## src/hdl/font_rom.hex

```
// font rom image, four bytes per line, lowest address first, glyphs A to H
18 3C 66 66
7E 66 66 00
7C 66 66 7C
66 66 7C 00
3C 66 60 60
60 66 3C 00
78 6C 66 66
66 6C 78 00
7E 60 60 78
60 60 7E 00
7E 60 60 78
60 60 60 00
3C 66 60 6E
66 66 3C 00
66 66 66 7E
66 66 66 00

```

## src/hdl/compy_map_pkg.sv

```systemverilog
package compy_map_pkg;

   // bus widths
   typedef logic [15:0] bus_addr_t;   // cpu and video bus address
   typedef logic [7:0]  bus_data_t;   // one data byte

   // decoded target of an address
   typedef enum logic [2:0] {
      TGT_NONE,   // unmapped
      TGT_RAM,
      TGT_VRAM,
      TGT_ROM,
      TGT_REGS    // bus register window
   } target_e;

   // main ram, bottom of the map
   localparam bus_addr_t RAM_BASE  = 16'h0000;
   localparam int        RAM_SIZE  = 4096;

   // video ram
   localparam bus_addr_t VRAM_BASE = 16'hA000;
   localparam int        VRAM_SIZE = 2048;

   // font rom, top of the map
   localparam bus_addr_t ROM_BASE  = 16'hE000;
   localparam int        ROM_SIZE  = 64;

   // register window next to the io devices
   localparam bus_addr_t REG_BASE  = 16'h9000;
   localparam int        REG_SIZE  = 128;

   // rom image, four bytes per line
   localparam string     ROM_FILE  = "/design/src/hdl/font_rom.hex";

   // every window above is size aligned and a power of two

endpackage

```

## src/hdl/host_req_if.sv

```systemverilog
`timescale 1ns/1ps

interface host_req_if;
   import compy_map_pkg::*;

   logic      req;     // held until done
   logic      wr;
   bus_addr_t addr;
   bus_data_t wdata;
   logic      done;    // one cycle pulse
   bus_data_t rdata;
   logic      err;     // valid with done

   modport requester (
      output req,
      output wr,
      output addr,
      output wdata,
      input  done,
      input  rdata,
      input  err
   );

   modport server (
      input  req,
      input  wr,
      input  addr,
      input  wdata,
      output done,
      output rdata,
      output err
   );
endinterface

```

## src/hdl/apb_host_port.sv

```systemverilog
`timescale 1ns/1ps

module apb_host_port (
   input  logic                     CLK_200,
   input  logic                     reset_n,
   input  compy_map_pkg::bus_addr_t paddr,
   input  logic                     psel,
   input  logic                     penable,
   input  logic                     pwrite,
   input  compy_map_pkg::bus_data_t pwdata,
   output compy_map_pkg::bus_data_t prdata,
   output logic                     pready,
   output logic                     pslverr,
   host_req_if.requester            host
);
   import compy_map_pkg::*;

   logic      req_q;     // one host request per transfer
   logic      wr_q;
   bus_addr_t addr_q;
   bus_data_t wdata_q;
   logic      setup;

   // setup phase of a new transfer, request not yet raised
   assign setup = psel && !penable && !req_q;

   always_ff @(posedge CLK_200) begin
      if (!reset_n) begin
         req_q   <= 1'b0;
         pready  <= 1'b0;
         pslverr <= 1'b0;
      end else begin
         pready  <= host.done;               // ends the access phase
         pslverr <= host.done && host.err;
         if (host.done) begin
            req_q <= 1'b0;                   // low the cycle after done
         end else if (setup) begin
            req_q <= 1'b1;                   // high in first access cycle
         end
      end
   end

   // fields captured once so they stay stable while req is up
   always_ff @(posedge CLK_200) begin
      if (setup) begin
         addr_q  <= paddr;
         wr_q    <= pwrite;
         wdata_q <= pwdata;
      end
      if (host.done) begin
         prdata <= host.rdata;               // zero on error
      end
   end

   assign host.req   = req_q;
   assign host.wr    = wr_q;
   assign host.addr  = addr_q;
   assign host.wdata = wdata_q;

   // pready and pslverr come one cycle after done, so the master sees
   // the reply on the same edge as prdata

endmodule

```

## src/flat_wrapper.sv

```systemverilog
// flat-port wrapper written by rule: the top's interface ports become plain ports
module apb_host_port_flat import compy_map_pkg::*;
  (CLK_200, reset_n, paddr, psel, penable, pwrite, pwdata, prdata, pready, pslverr, host_req, host_wr, host_addr, host_wdata, host_done, host_rdata, host_err);
  host_req_if host_i ();
  input  logic CLK_200;
  input  logic reset_n;
  input  compy_map_pkg::bus_addr_t paddr;
  input  logic psel;
  input  logic penable;
  input  logic pwrite;
  input  compy_map_pkg::bus_data_t pwdata;
  output compy_map_pkg::bus_data_t prdata;
  output logic pready;
  output logic pslverr;
  output wire logic [$bits(host_i.req)-1:0] host_req;
  output wire logic [$bits(host_i.wr)-1:0] host_wr;
  output wire logic [$bits(host_i.addr)-1:0] host_addr;
  output wire logic [$bits(host_i.wdata)-1:0] host_wdata;
  input wire logic [$bits(host_i.done)-1:0] host_done;
  input wire logic [$bits(host_i.rdata)-1:0] host_rdata;
  input wire logic [$bits(host_i.err)-1:0] host_err;
  assign host_req = host_i.req;
  assign host_wr = host_i.wr;
  assign host_addr = host_i.addr;
  assign host_wdata = host_i.wdata;
  assign host_i.done = host_done;
  assign host_i.rdata = host_rdata;
  assign host_i.err = host_err;
  apb_host_port u_core (.CLK_200(CLK_200), .reset_n(reset_n), .paddr(paddr), .psel(psel), .penable(penable), .pwrite(pwrite), .pwdata(pwdata), .prdata(prdata), .pready(pready), .pslverr(pslverr), .host(host_i));
endmodule
```

## config.mk

```make
export PLATFORM = sky130hd
export DESIGN_NAME = apb_host_port_flat
export DESIGN_NICKNAME = d
export VERILOG_FILES = /design/src/hdl/compy_map_pkg.sv /design/src/hdl/host_req_if.sv /design/src/hdl/apb_host_port.sv /design/src/flat_wrapper.sv
export SDC_FILE = /design/constraint.sdc
export NUM_CORES = 1
export LEC_CHECK = 0
export BUFFER_PORTS_ARGS = -buffer_cell sky130_fd_sc_hd__buf_4
export CAP_MARGIN = 25
export CORE_UTILIZATION = 39
export DETAILED_ROUTE_END_ITERATION = 10
export HOLD_SLACK_MARGIN = 0.12
export MAX_ROUTING_LAYER = met4
export PLACE_DENSITY = 0.76
export SETUP_SLACK_MARGIN = 0.1
export SLEW_MARGIN = 20
export SYNTH_ARGS = -nofsm -noshare
export SYNTH_HDL_FRONTEND = slang
export SYNTH_SLANG_ARGS = --single-unit
export TNS_END_PERCENT = 10
```

## constraint.sdc

```tcl
create_clock -name CLK_200 -period 2.05 [get_ports CLK_200]
set_input_delay 0.1025 -clock CLK_200 [delete_from_list [all_inputs] [get_ports CLK_200]]
set_output_delay 0.1025 -clock CLK_200 [all_outputs]
set_load 0.05 [all_outputs]
```

==> results.md <==
* Fin area at 2160 sq um
* Slew margin rel. at 79.9%
* Layout cells sized above 1 at 50.3%
* Critical-path maximum fanout at 2
* Area of the multi-input gates at 43.8 sq um
* Top cell by count, worst path: dlygate4sd3_1
* TritonCTS clock tree: built
* CP arrival at slightly above 2000 ps
* Seq cells post-synth at 36
* Worst-Margin Slew at 301 ps
* Crit path kind: primary input to flop
* Die ar. at 3030 sq um
* First-pass GRT wire length at 3880 um
* Final Net Count at 205
* CTS Hold Buffers Added at between 40 and 50
* Hold Path Class: primary input to flop
* Sequential share of power at 56.4%
* Avg Cell Area, Syn at 25.5 sq um
* CTS max path bufs at 2
* Power per standard cell area at around 700 nW/um^2
* Final hold vios at 0
* Hold path start: penable
* Crit-path cells: dlygate4sd3_1, buf_4, nand2b_4, dlygate4sd3_1, a21oi_1, dlygate4sd3_1
* Post-Synthesis Cells at 43
* Synth Warn # at 0
* Seq. cell area at around 1100 sq um
* DRT Pass-1 Iters at 4
* Switching share of power at 26.8%
* Grt ovf at 0
* CP endpoint kind: flop
* Clock power frac at approximately 23%
* Critical Path RT at around 2300 ps
* Flop-to-flop setup slack at ~860 ps
* Maximum VDD drop at between 0.0007 and 0.0008 V
* Placed cell areas at 1700 sq um
* # Max-Cap Violations at 0
* DRT iter0 DRCs at 8
* Clock slew at reported path FFs at ~100 ps
* Final GP Congestion at 0.704
* Clock Latency Late Sink at about 330 ps
* Post-CTS setup buffers at 0
* Min cycle time layout at 1790 ps
* P_sw at 0.407 mW
* Drt total wl at approximately 2900 um
* Starting density of the core at 42.7%
* IO Pins at 75
* Total CTS buffers at 5
* Routed Antenna Nets at 0
* Drc violations at 0
* Hold Slack at 400 ps
* Max Slew Vio Count at 0
* CTS root buf: clkbuf_4
* Syn_nets at 82
* H-tree depth at 2
* Largest net degree at the start of global routing at 26
* Sequential share of the synthesized area at 95.9%
* Via density at roughly 4.4
* Row cnt at 18
* Status: completed
* RR Endpoint: u_core.host.req$_SDFFE_PP0P_
* Commonest non-fill, non-tap cell in the layout: buf_4
* Vias in the first global route at 854
* Final period utilization at between 80% and 90%
* Post-synth cell types at 9
* Die H at 55.0 um
* Ant. Diodes at 0
* Setup TNS at 0 ps
* Filler cells at 149
* All-Layer GR Usage at between 20% and 30%
* Port-buffer cells at 74
* Worst hold stages at 4
* Area Overhead vs Synth at 97.1%
* Initial antenna violation count at 0
* Crit Reg-Reg Startpoint: u_core.host.req$_SDFFE_PP0P_
* Lkg Pwr at 0.931 nW
* Post-Syn Area at 1100 sq um
* R2R cell count at 3
* Most frequent cells in the layout: buf_4 (75), dlygate4sd3_1 (41), edfxtp_1 (33), clkbuf_4 (5), dfxtp_1 (3)
* DR WL/cell at about 14 um
* Worst Hold End: u_core.host.wdata[0]$_DFFE_PP_
* Post_cts resized at 0
* Vias at between 800 and 900
* Internal power at 1.11 mW
* Slowest stage delay, CP at between 500 and 600 ps
* Crit path launch type: primary input
* Core box area at 2570 sq um
* Max frequency at 560 MHz
* CTS Sinks at 36
* # setup viols final at 0
* Gate power share at 21.2%
* Die width at 55.0 um
* Worst Skew at 6.52 ps
* RSZ-0062 raised after global routing: no
* Worst-path cell with the longest stage delay: dlygate4sd3_1
## critical path: cells and delay by family
kind	cells	cell delay, ps
AND/OR/NAND/NOR	1	60
buffers and inverters	4	1780
AO/OA/AOI/OAI	1	70
## through the flow
| stage | power (mW) | util [%] | cells | setup WS [ps] |
|---|---|---|---|---|
| 2_1_floorplan | 1.01 | - | 43 | 419 |
| 3_3_place_gp | 1.12 | 66.2 | 148 | 1010 |
| 3_5_place_dp | 1.13 | 66.2 | 148 | 997 |
| 4_1_cts | 1.53 | 84.2 | 197 | 320 |
| 5_1_grt | 1.57 | 84.2 | 197 | 216 |
| 6_report | 1.52 | 84.2 | 197 | 264 |
## worst max-delay path by stage
stage,start,end,slack [ps],cells past startpoint
after floorplan,u_core.host.req$_SDFFE_PP0P_,u_core.host.addr[0]$_DFFE_PP_,420,1
after detailed placement,penable,u_core.host.wdata[4]$_DFFE_PP_,1000,4
after CTS,psel,u_core.host.req$_SDFFE_PP0P_,320,6
after global placement,penable,u_core.host.addr[8]$_DFFE_PP_,1010,4
after global routing,psel,u_core.host.req$_SDFFE_PP0P_,220,6
final,psel,u_core.host.req$_SDFFE_PP0P_,260,6
## area by class of cell
cell class | instances | area share [%]
Clock inverter | 3 | 0.637
Sequential cell | 36 | 48.6
Inverter | 1 | 0.174
Tap cell | 30 | 1.74
Clock buffer | 5 | 1.74
Timing Repair Buffer | 116 | 45.0
Multi-Input combinational cell | 6 | 2.03
## cell families after synthesis
logic type | count (synthesis) | share of synthesized area, %
AO/OA/AOI/OAI | 1 | 0.456
flip-flops | 36 | 95.9
AND/OR/NAND/NOR | 5 | 3.31
buffers and inverters | 1 | 0.342
## synth_stat cells
cell type / number / share of area (%)
nor2_1: 1 / 0.34
edfxtp_1: 33 / 90
dfxtp_1: 3 / 5.5
nand2b_4: 1 / 1.3
and2_1: 1 / 0.57
a21oi_1: 1 / 0.46
nand2b_1: 1 / 0.57
and3_1: 1 / 0.57
inv_1: 1 / 0.34
## registers in the layout (all words and copies together), names as in the netlist
| name | count |
|---|---|
| u_core.prdata | 8 |
| u_core.pready | 1 |
| u_core.host.req | 1 |
| u_core.host.wdata | 8 |
| u_core.pslverr | 1 |
| u_core.host.wr | 1 |
| u_core.host.addr | 16 |
## per-layer routing
| metal | share of wire, % | track usage, % | vias up |
|---|---|---|---|
| met2 | 49 | 34.9 | 64 |
| li1 | - | - | 415 |
| met5 | 0 | - | - |
| met4 | 1.9 | 10.0 | 0 |
| met1 | 39 | 23.5 | 383 |
| met3 | 10 | 6.56 | 5 |
## power groups by stage
| stage | registers (mW) | logic, mW | clock network (mW) |
|---|---|---|---|
| global placement | 0.869 | 0.254 | 0 |
| global route | 0.860 | 0.335 | 0.377 |
| finish | 0.856 | 0.321 | 0.342 |
| floorplan | 0.999 | 0.0123 | 0 |
| CTS | 0.855 | 0.319 | 0.356 |
| detailed placement | 0.871 | 0.257 | 0 |
(Power assumes the default switching activity.)
