### src/hdl/font_rom.hex
// font rom image, four bytes per line, lowest address first, glyphs A to H
18 3C 66 66
7E 66 66 00
7C 66 66 7C
66 66 7C 00
3C 66 60 60
60 66 3C 00
78 6C 66 66
66 6C 78 00
7E 60 60 78
60 60 7E 00
7E 60 60 78
60 60 60 00
3C 66 60 6E
66 66 3C 00
66 66 66 7E
66 66 66 00

### src/hdl/compy_map_pkg.sv
package compy_map_pkg;

   // bus widths
   typedef logic [15:0] bus_addr_t;   // cpu and video bus address
   typedef logic [7:0]  bus_data_t;   // one data byte

   // decoded target of an address
   typedef enum logic [2:0] {
      TGT_NONE,   // unmapped
      TGT_RAM,
      TGT_VRAM,
      TGT_ROM,
      TGT_REGS    // bus register window
   } target_e;

   // main ram, bottom of the map
   localparam bus_addr_t RAM_BASE  = 16'h0000;
   localparam int        RAM_SIZE  = 4096;

   // video ram
   localparam bus_addr_t VRAM_BASE = 16'hA000;
   localparam int        VRAM_SIZE = 2048;

   // font rom, top of the map
   localparam bus_addr_t ROM_BASE  = 16'hE000;
   localparam int        ROM_SIZE  = 64;

   // register window next to the io devices
   localparam bus_addr_t REG_BASE  = 16'h9000;
   localparam int        REG_SIZE  = 128;

   // rom image, four bytes per line
   localparam string     ROM_FILE  = "/design/src/hdl/font_rom.hex";

   // every window above is size aligned and a power of two

endpackage

### src/hdl/compy_bus_pkg.sv
package compy_bus_pkg;

   // arbiter sequence: sample, issue, answer
   typedef enum logic [1:0] {
      ARB_IDLE,     // sample video or host request
      ARB_ACCESS,   // bank access or register write
      ARB_REPLY     // data back with ack or done
   } arb_state_e;

   // offsets inside the register window
   localparam logic [6:0] REG_PAGE        = 7'd0;   // video page, rw
   localparam logic [6:0] REG_FETCH_COUNT = 7'd1;   // served fetches, ro

   // offset from the video fetch unit
   typedef logic [13:0] fetch_addr_t;

   // page register counts 512 byte units
   localparam int PAGE_SHIFT = 9;

   // a fetch address is (page << PAGE_SHIFT) + offset,
   // cut down to the 16 bit bus

   // the fetch count wraps at 256, one step per ack

   // offsets other than the two above read as zero

endpackage

### src/hdl/host_req_if.sv
`timescale 1ns/1ps

interface host_req_if;
   import compy_map_pkg::*;

   logic      req;     // held until done
   logic      wr;
   bus_addr_t addr;
   bus_data_t wdata;
   logic      done;    // one cycle pulse
   bus_data_t rdata;
   logic      err;     // valid with done

   modport requester (
      output req,
      output wr,
      output addr,
      output wdata,
      input  done,
      input  rdata,
      input  err
   );

   modport server (
      input  req,
      input  wr,
      input  addr,
      input  wdata,
      output done,
      output rdata,
      output err
   );
endinterface

### src/hdl/mem_req_if.sv
`timescale 1ns/1ps

interface mem_req_if;
   import compy_map_pkg::*;

   logic      en;       // one cycle per access
   logic      wr;
   target_e   target;   // bank select
   bus_addr_t index;    // offset inside the bank
   bus_data_t wdata;
   bus_data_t rdata;    // one cycle after a read en

   modport master (
      output en,
      output wr,
      output target,
      output index,
      output wdata,
      input  rdata
   );

   modport bank (
      input  en,
      input  wr,
      input  target,
      input  index,
      input  wdata,
      output rdata
   );

endinterface

### src/hdl/bus_arbiter.sv
`timescale 1ns/1ps

module bus_arbiter (
   input  logic                       CLK_200,
   input  logic                       reset_n,
   host_req_if.server                 host,
   mem_req_if.master                  mem,
   input  logic                       video_rd_req,
   input  compy_bus_pkg::fetch_addr_t video_addr,
   output compy_map_pkg::bus_data_t   video_rd_data,
   output logic                       video_rd_ack
);
   import compy_map_pkg::*;
   import compy_bus_pkg::*;

   arb_state_e state;
   bus_data_t  page_q;          // video page, 512 byte units
   bus_data_t  fetch_count_q;

   bus_addr_t  fetch_addr;
   bus_addr_t  sel_addr;
   target_e    sel_target;
   bus_addr_t  sel_index;
   logic       sel_err;

   target_e    cur_target;
   bus_addr_t  cur_index;
   logic       cur_wr;
   bus_data_t  cur_wdata;
   logic       cur_video;       // access belongs to the fetch unit
   logic       cur_err;
   bus_data_t  reg_rdata;
   bus_data_t  reply_data;

   function automatic logic in_window(bus_addr_t a, bus_addr_t base, int size);
      return (a & ~bus_addr_t'(size - 1)) == base;
   endfunction

   assign fetch_addr = (bus_addr_t'(page_q) << PAGE_SHIFT) + bus_addr_t'(video_addr);
   assign sel_addr   = video_rd_req ? fetch_addr : host.addr;   // video first

   always_comb begin
      sel_target = TGT_NONE;
      sel_index  = '0;
      if (in_window(sel_addr, RAM_BASE, RAM_SIZE)) begin
         sel_target = TGT_RAM;
         sel_index  = sel_addr - RAM_BASE;
      end else if (in_window(sel_addr, VRAM_BASE, VRAM_SIZE)) begin
         sel_target = TGT_VRAM;
         sel_index  = sel_addr - VRAM_BASE;
      end else if (in_window(sel_addr, ROM_BASE, ROM_SIZE)) begin
         sel_target = TGT_ROM;
         sel_index  = sel_addr - ROM_BASE;
      end else if (in_window(sel_addr, REG_BASE, REG_SIZE)) begin
         sel_target = TGT_REGS;
         sel_index  = sel_addr - REG_BASE;
      end
   end

   // only host accesses report errors
   always_comb begin
      sel_err = 1'b0;
      if (!video_rd_req) begin
         case (sel_target)
            TGT_NONE: sel_err = 1'b1;
            TGT_ROM:  sel_err = host.wr;
            TGT_REGS: sel_err = host.wr && (sel_index[6:0] == REG_FETCH_COUNT);
            default:  sel_err = 1'b0;
         endcase
      end
   end

   always_ff @(posedge CLK_200) begin
      if (!reset_n) begin
         state         <= ARB_IDLE;
         page_q        <= '0;
         fetch_count_q <= '0;
         cur_target    <= TGT_NONE;
         cur_wr        <= 1'b0;
         cur_video     <= 1'b0;
         cur_err       <= 1'b0;
      end else begin
         case (state)
            ARB_IDLE: begin
               if (video_rd_req || host.req) begin
                  state      <= ARB_ACCESS;
                  cur_target <= sel_target;
                  cur_wr     <= !video_rd_req && host.wr;
                  cur_video  <= video_rd_req;
                  cur_err    <= sel_err;
               end
            end
            ARB_ACCESS: begin
               state <= ARB_REPLY;
               if (cur_wr && !cur_err && cur_target == TGT_REGS &&
                   cur_index[6:0] == REG_PAGE) begin
                  page_q <= cur_wdata;
               end
            end
            ARB_REPLY: begin
               state <= ARB_IDLE;
               if (cur_video) begin
                  fetch_count_q <= fetch_count_q + 8'd1;   // wraps at 256
               end
            end
            default: state <= ARB_IDLE;
         endcase
      end
   end

   always_ff @(posedge CLK_200) begin
      if (state == ARB_IDLE) begin
         cur_index <= sel_index;
         cur_wdata <= host.wdata;
      end
   end

   // register reads answered here, banks stay idle
   always_comb begin
      if (cur_index[6:0] == REG_PAGE) begin
         reg_rdata = page_q;
      end else if (cur_index[6:0] == REG_FETCH_COUNT) begin
         reg_rdata = fetch_count_q;
      end else begin
         reg_rdata = '0;
      end
   end

   always_comb begin
      case (cur_target)
         TGT_RAM, TGT_VRAM, TGT_ROM: reply_data = mem.rdata;
         TGT_REGS:                   reply_data = reg_rdata;
         default:                    reply_data = '0;
      endcase
      if (cur_err) begin
         reply_data = '0;
      end
   end

   assign mem.en    = (state == ARB_ACCESS) && !cur_err &&
                      (cur_target inside {TGT_RAM, TGT_VRAM, TGT_ROM});
   assign mem.wr    = cur_wr;
   assign mem.target = cur_target;
   assign mem.index = cur_index;
   assign mem.wdata = cur_wdata;

   assign video_rd_ack  = (state == ARB_REPLY) && cur_video;
   assign video_rd_data = reply_data;
   assign host.done     = (state == ARB_REPLY) && !cur_video;
   assign host.rdata    = reply_data;
   assign host.err      = cur_err;   // sampled with done

endmodule

### src/flat_wrapper.sv
// flat-port wrapper written by rule: the top's interface ports become plain ports
module bus_arbiter_flat import compy_map_pkg::*; import compy_bus_pkg::*;
  (CLK_200, reset_n, video_rd_req, video_addr, video_rd_data, video_rd_ack, host_req, host_wr, host_addr, host_wdata, host_done, host_rdata, host_err, mem_en, mem_wr, mem_target, mem_index, mem_wdata, mem_rdata);
  host_req_if host_i ();
  mem_req_if mem_i ();
  input  logic CLK_200;
  input  logic reset_n;
  input  logic video_rd_req;
  input  compy_bus_pkg::fetch_addr_t video_addr;
  output compy_map_pkg::bus_data_t video_rd_data;
  output logic video_rd_ack;
  input wire logic [$bits(host_i.req)-1:0] host_req;
  input wire logic [$bits(host_i.wr)-1:0] host_wr;
  input wire logic [$bits(host_i.addr)-1:0] host_addr;
  input wire logic [$bits(host_i.wdata)-1:0] host_wdata;
  output wire logic [$bits(host_i.done)-1:0] host_done;
  output wire logic [$bits(host_i.rdata)-1:0] host_rdata;
  output wire logic [$bits(host_i.err)-1:0] host_err;
  output wire logic [$bits(mem_i.en)-1:0] mem_en;
  output wire logic [$bits(mem_i.wr)-1:0] mem_wr;
  output wire logic [$bits(mem_i.target)-1:0] mem_target;
  output wire logic [$bits(mem_i.index)-1:0] mem_index;
  output wire logic [$bits(mem_i.wdata)-1:0] mem_wdata;
  input wire logic [$bits(mem_i.rdata)-1:0] mem_rdata;
  assign host_i.req = host_req;
  assign host_i.wr = host_wr;
  assign host_i.addr = host_addr;
  assign host_i.wdata = host_wdata;
  assign host_done = host_i.done;
  assign host_rdata = host_i.rdata;
  assign host_err = host_i.err;
  assign mem_en = mem_i.en;
  assign mem_wr = mem_i.wr;
  assign mem_target = mem_i.target;
  assign mem_index = mem_i.index;
  assign mem_wdata = mem_i.wdata;
  assign mem_i.rdata = mem_rdata;
  bus_arbiter u_core (.CLK_200(CLK_200), .reset_n(reset_n), .host(host_i), .mem(mem_i), .video_rd_req(video_rd_req), .video_addr(video_addr), .video_rd_data(video_rd_data), .video_rd_ack(video_rd_ack));
endmodule
### config.mk
export PLATFORM = sky130hd
export DESIGN_NAME = bus_arbiter_flat
export DESIGN_NICKNAME = d
export VERILOG_FILES = /design/src/hdl/compy_map_pkg.sv /design/src/hdl/compy_bus_pkg.sv /design/src/hdl/host_req_if.sv /design/src/hdl/mem_req_if.sv /design/src/hdl/bus_arbiter.sv /design/src/flat_wrapper.sv
export SDC_FILE = /design/constraint.sdc
export NUM_CORES = 1
export LEC_CHECK = 0
export ABC_AREA = 1
export BUFFER_PORTS_ARGS = -buffer_cell sky130_fd_sc_hd__clkbuf_2
export CORE_ASPECT_RATIO = 0.7
export CORE_MARGIN = 10
export CORE_UTILIZATION = 43
export DETAILED_ROUTE_END_ITERATION = 10
export GPL_TIMING_DRIVEN = 0
export PLACE_DENSITY = 0.67
export SYNTH_ARGS = -nofsm -noshare
export SYNTH_HDL_FRONTEND = slang
export SYNTH_SLANG_ARGS = --single-unit
### constraint.sdc
create_clock -name CLK_200 -period 4.7 [get_ports CLK_200]
set_clock_uncertainty 0.1 [all_clocks]
set_input_delay 1.41 -clock CLK_200 [delete_from_list [all_inputs] [get_ports CLK_200]]
set_output_delay 1.41 -clock CLK_200 [all_outputs]
set_load 0.05 [all_outputs]
==> metrics, run 1 <==
status finished clean; Synth async-reset ratio 0%; Tot GR Track Use 15.8%; vias in the first global route 2685; maximum buffer depth of the clock tree 2; fin cells approximately 570; RSZ-0062 raised after global routing false; PwrDens 306 mW/mm2; global-route wire length before repair 13500 um; Routed WL 8320 um; Post-CTS Setup Bufs 0; worst rel slew slack a little over half; CP endpoint kind register; critical path cell sequence clkbuf_2 -> ha_1 -> fa_1 -> a21oi_1 -> xor2_1 -> nand2_1 -> o21ai_0 -> inv_1 -> ha_1 -> nand2_1 -> nor2_2 -> nand3_2 -> nor2_4 -> nor2_4 -> nand2_4 -> inv_2 -> buf_2 -> nor2_1; DR WL/cell approximately 15 um; Mapped Cells 369; CP Max Fanout 10; Inst Count DP about 560; Seq/Total Area, Yosys between 40 and 50%; die width 118 um; top_reg_cell synth edfxtp_1; Worst R2R End u_core.mem.index[2]$_DFFE_PP_; flop and latch count out of synthesis 48; Initial Util 45.5%; worst hold path class register to register; Slew @ Worst Pin 0.679 ns; leak pwr between 1.5 and 2 nW; Worst EP arrival 4.19 ns; Reg2Reg Setup Slack 1.31 ns; synth unique cells 42; Setup WS pre-CTS 0.169 ns; die height 88.9 um; vias after detailed routing 2755; required time of the critical path between 4 and 5 ns; crit start category primary input; synthesized area 0.00291 mm2; Final ANT Viol Nets 0; GRT Residual Overflow 0; final hold vios 0; Pre-Repair DR Iteration Count 4; post-synth top area share 24.7%; count leader, synth nand2_1; Post-synth EDFFs 24; final core utilization 56.9%; Reg2Reg Launch Point u_core.page_q[0]$_SDFFE_PN0P_; share of layout cells above drive strength 1 31.4%; Setup WS post-layout 0.459 ns; CTS buffer count 5; Peak VDD IR 0.172 mV; number of I/O pins between 90 and 100; area of the core 0.00640 mm2; Worst-path clk slew about 0.09 ns; Buffers on Ports 97; die area 0.0105 mm2; Via-to-Cell Ratio approximately 4.9; Final Wtd Congestion 0.882; final net count 538; H-tree Lvls 2; synth top area cells edfxtp_1, dfxtp_1, nand2_1; Critical Path Max Stage Delay ~0.46 ns; initial DRC count about 180; initial antenna violation count 0; number of remaining DRC errors 0; final setup vio count 0; worst-path cell with the longest stage delay fa_1; Detail Placement HPWL 6950 um; Ant. Diodes 0; maxcap violations 0; Max Slew Vio Count 0; Placed Area 0.00354 mm2; period utilisation layout 90.2%; post_cts resized 0; Final Cell Area 0.00364 mm2; Overall Power 1.11 mW; Setup TNS 0 ns; Worst-Skew Late Latency 0.30 ns; Area growth, synth to finish 24.9%; Root Buffer clkbuf_8; Avg Synthesized Cell Area 7.89 um2; hold_ws about 0.36 ns; critical path type primary input to register; critical path endpoint u_core.mem.index[2]$_DFFE_PP_; Net Count, Synth 433; largest net degree at the start of global routing 16; clock sinks 48; Synth area leader edfxtp_1; R2R depth 17; Worst Setup SP video_addr[9]; crit path time final 4.24 ns; TritonCTS clock tree yes; Achievable Freq 236 MHz; top cells by instance count after synthesis nand2_1, inv_1, a21oi_1; Core Rows 24; Syn. warnings 0; # hold bufs at CTS 0
sequential cells by signal, indices dropped and copies added, names as in the netlist, 2 cells and up:
signal and cells:
u_core.fetch_count_q 8, u_core.mem.index 16, u_core.mem.target 3, u_core.mem.wdata 8, u_core.page_q 8, u_core.state 2
layout by cell type, fill, tap and decap left out, types with 6 or more instances in the layout:
| cell | netlist | layout |
|---|---|---|
| buf_4 | 8 | 8 |
| nor2_1 | 26 | 25 |
| o21ai_0 | 26 | 26 |
| a21oi_1 | 32 | 32 |
| clkbuf_8 | 0 | 6 |
| nand2_1 | 72 | 72 |
| dfxtp_1 | 24 | 24 |
| inv_1 | 55 | 55 |
| clkbuf_2 | 0 | 97 |
| ha_1 | 12 | 12 |
| nand3_1 | 28 | 28 |
| edfxtp_1 | 24 | 24 |
kinds of logic after synthesis:
family	synth area share, %
simple gates	26.9
mux	0.687
fa+ha+maj	5.84
buf+inv	11.3
xor+xnor	0.601
compound gates	13.4
flops	41.2
how the worst min path moves through the flow:
stage	start	end	depth (start not counted)	slack (ns)
6_report	u_core.fetch_count_q[7]$_SDFFE_PN0P_	u_core.fetch_count_q[7]$_SDFFE_PN0P_	1	0.36
5_1_grt	u_core.fetch_count_q[7]$_SDFFE_PN0P_	u_core.fetch_count_q[7]$_SDFFE_PN0P_	1	0.39
4_1_cts	u_core.fetch_count_q[7]$_SDFFE_PN0P_	u_core.fetch_count_q[7]$_SDFFE_PN0P_	1	0.36
3_5_place_dp	u_core.fetch_count_q[7]$_SDFFE_PN0P_	u_core.fetch_count_q[7]$_SDFFE_PN0P_	1	0.34
3_3_place_gp	u_core.fetch_count_q[7]$_SDFFE_PN0P_	u_core.fetch_count_q[7]$_SDFFE_PN0P_	1	0.33
2_1_floorplan	u_core.fetch_count_q[7]$_SDFFE_PN0P_	u_core.fetch_count_q[7]$_SDFFE_PN0P_	1	0.32
metal layers:
layer  global-route usage (%)  vias to the layer above  part of all wire [%]
met2                     24.7                       94                    43
met5                        0                        -                     0
met4                     3.54                        0                  0.81
met1                     21.4                     1228                    48
met3                     4.20                        9                   7.5
li1                         -                     1424                     -
area by class of cell:
cell class,count,area (um2)
Clock buffer,6,82.6
Buffer,14,101
Sequential cell,48,1200
Inverter,60,228
Clock inverter,2,12.5
Fill cell,618,2760
Tap cell,91,114
Timing Repair Buffer,98,513
Multi-Input combinational cell,247,1390
worst max-delay path, delay by kind of cell:
family / cells / cell delay (ns)
AO/OA/AOI/OAI: 2 / 0.41
XOR/XNOR: 1 / 0.19
adder cells (fa/ha/maj): 3 / 0.92
buffers and inverters: 4 / 0.59
AND/OR/NAND/NOR: 8 / 0.67
where the power goes:
| group | switching, mW | internal, mW | total, mW |
|---|---|---|---|
| registers | 0.0173 | 0.475 | 0.492 |
| logic | 0.266 | 0.0911 | 0.357 |
| clock network | 0.144 | 0.120 | 0.265 |
| total | 0.428 | 0.686 | 1.11 |
No activity file was read; power rests on OpenSTA's default activity.
==> run 2, diff against run 1 <==
==> constraint.sdc (replaced) <==
create_clock -name CLK_200 -period 4.7 [get_ports CLK_200]
set_clock_uncertainty 0.1 [all_clocks]
set_input_delay 0.235 -clock CLK_200 [delete_from_list [all_inputs] [get_ports CLK_200]]
set_output_delay 0.235 -clock CLK_200 [all_outputs]
set_load 0.1 [all_outputs]
==> metrics, run 2 (synthesis results as in run 1) <==
Routed WL 8380 um (was 8320 um); vias in the first global route 2752 (was 2685); Buffers on Ports 97 (unchanged); Setup WS post-layout 1.30 ns (was 0.459 ns); PwrDens 356 mW/mm2 (was 306 mW/mm2); Post-CTS Setup Bufs 0 (unchanged); leak pwr 1.84 nW (was 1.81 nW); share of layout cells above drive strength 1 31.4% (about the same); Setup TNS 0 ns (unchanged); Area growth, synth to finish 27.4% (was 24.9%); Final ANT Viol Nets 0 (unchanged); R2R depth 17 (unchanged); Worst-Skew Late Latency 0.30 ns (about the same); Placed Area 0.00356 mm2 (was 0.00354 mm2); Via-to-Cell Ratio 4.89 (was 4.87); Detail Placement HPWL 7000 um (was 6950 um); critical path type register to register (was primary input to register); maximum buffer depth of the clock tree 2 (unchanged); final net count 541 (was 538); H-tree Lvls 2 (unchanged); RSZ-0062 raised after global routing false (unchanged); CP endpoint kind register (unchanged); die width 118 um (unchanged); DR WL/cell 14.7 um (about the same); crit start category register (was primary input); number of I/O pins 99 (unchanged); Worst Setup SP u_core.page_q[0]$_SDFFE_PN0P_ (was video_addr[9]); Reg2Reg Launch Point u_core.page_q[0]$_SDFFE_PN0P_ (unchanged); Hold Crit Start host_wdata[3] (was u_core.fetch_count_q[7]$_SDFFE_PN0P_); Inst Count DP 558 (unchanged); hold_ws 0.0112 ns (was 0.357 ns); number of remaining DRC errors 0 (unchanged); Critical Path Max Stage Delay 0.46 ns (about the same); global-route wire length before repair 13600 um (was 13500 um); vias after detailed routing 2784 (was 2755); Core Rows 24 (unchanged); Root Buffer clkbuf_8 (unchanged); Achievable Freq 294 MHz (was 236 MHz); fin cells 569 (was 566); TritonCTS clock tree yes (unchanged); Pre-Repair DR Iteration Count 4 (unchanged); Final Wtd Congestion 0.896 (was 0.882); Setup WS pre-CTS 1.32 ns (was 0.169 ns); die height 88.9 um (unchanged); hold path cells 1 (unchanged); Final Cell Area 0.00371 mm2 (was 0.00364 mm2); initial DRC count 150 (was 178); status finished clean (unchanged); initial antenna violation count 0 (unchanged); Ant. Diodes 0 (unchanged); Tot GR Track Use 15.9% (was 15.8%); most frequent cells in the layout clkbuf_2, nand2_1, inv_1 (unchanged); critical path cell sequence ha_1 -> fa_1 -> a21oi_1 -> xor2_1 -> nand2_1 -> o21ai_0 -> inv_1 -> ha_1 -> nand2_1 -> nor2_2 -> nand3_2 -> nor2_4 -> nor2_4 -> nand2_4 -> inv_2 -> buf_2 -> a21oi_1 (was clkbuf_2 -> ha_1 -> fa_1 -> a21oi_1 -> xor2_1 -> nand2_1 -> o21ai_0 -> inv_1 -> ha_1 -> nand2_1 -> nor2_2 -> nand3_2 -> nor2_4 -> nor2_4 -> nand2_4 -> inv_2 -> buf_2 -> nor2_1); Initial Util 45.5% (unchanged); Worst-path clk slew 0.09 ns (about the same); Worst EP arrival 3.34 ns (was 4.19 ns); worst-path cell with the longest stage delay fa_1 (unchanged); Peak VDD IR 0.183 mV (was 0.172 mV); period utilisation layout 72.2% (was 90.2%); clock sinks 48 (unchanged); worst rel slew slack 54.5% (was 54.7%); final setup vio count 0 (unchanged); CP Max Fanout 10 (unchanged); required time of the critical path 4.65 ns (about the same); largest net degree at the start of global routing 16 (unchanged); crit path time final 3.40 ns (was 4.24 ns); CTS buffer count 5 (unchanged); GRT Residual Overflow 0 (unchanged); area of the core 0.00640 mm2 (unchanged); final hold vios 0 (unchanged); Overall Power 1.32 mW (was 1.11 mW); Reg2Reg Setup Slack 1.30 ns (was 1.31 ns); maxcap violations 0 (unchanged); commonest non-fill, non-tap cell in the layout clkbuf_2 (unchanged); Slew @ Worst Pin 0.681 ns (was 0.679 ns); final core utilization 58.0% (was 56.9%); die area 0.0105 mm2 (unchanged); Max Slew Vio Count 0 (unchanged); Worst R2R End u_core.mem.index[10]$_DFFE_PP_ (was u_core.mem.index[2]$_DFFE_PP_); WHS Endpoint u_core.mem.wdata[3]$_DFFE_PP_ (was u_core.fetch_count_q[7]$_SDFFE_PN0P_); worst hold path class primary input to register (was register to register); max reg flops 16 (unchanged)
## run 2: changes by cell type in the layout (fill, tap and decap cells not counted)
cell and delta:
dlygate4sd3_1 +3, clkbuf_16 +2, inv_4 -2, o32ai_1 -2, o32ai_2 +2, clkbuf_1 +1
clkbuf_8 -1
## run 2: worst max-delay path: cells and delay by family, from the launching register on
family                     cells  cell delay, ns
AOI/OAI and AO/OA              3            0.49
xor gates and xnor gates       1            0.19
adders and majority gates      3            0.92
buffers and inverters          3            0.52
DFF                            1            0.35
and+or+nand+nor                7            0.58
## run 2: worst max-delay path by stage
stage,to,slack [ns],cells past startpoint
6_report,u_core.mem.index[10]$_DFFE_PP_,1.30,17
3_3_place_gp,u_core.mem.index[10]$_DFFE_PP_,1.34,18
5_1_grt,u_core.mem.index[10]$_DFFE_PP_,1.0,15
3_5_place_dp,u_core.mem.index[10]$_DFFE_PP_,1.32,17
2_1_floorplan,video_rd_data[6],0.52,7
4_1_cts,u_core.mem.index[10]$_DFFE_PP_,1.31,17
## run 2: cell type report
cell class | instances | area (um2)
fillers | 623 | 2690
multi-input cells | 247 | 1400
flip-flops and latches | 48 | 1200
repair buffers | 101 | 543
inverters | 60 | 228
clock buffers | 8 | 123
well taps | 91 | 114
plain buffers | 14 | 101
## run 2: report_power, final
part           internal (mW)  switching, mW  total, mW  leakage (nW)
combinational         0.0931          0.425      0.518          1.33
sequential             0.475         0.0178      0.493         0.446
clock                  0.170          0.138      0.308        0.0618
total                  0.738          0.581       1.32          1.84
## run 2: what timing repair did
item,in CTS,in global routing
endpoints found under the hold margin,3,0
hold buffers,3,0
gates resized for setup,0,0
## run 2: per-layer routing
| layer | GRT usage, % | share of wire (%) | vias up |
|---|---|---|---|
| met4 | 2.76 | 0.43 | 0 |
| met3 | 5.03 | 9.7 | 4 |
| met5 | 0 | 0 | - |
| li1 | - | - | 1428 |
| met2 | 25.3 | 44 | 104 |
| met1 | 21.2 | 46 | 1248 |
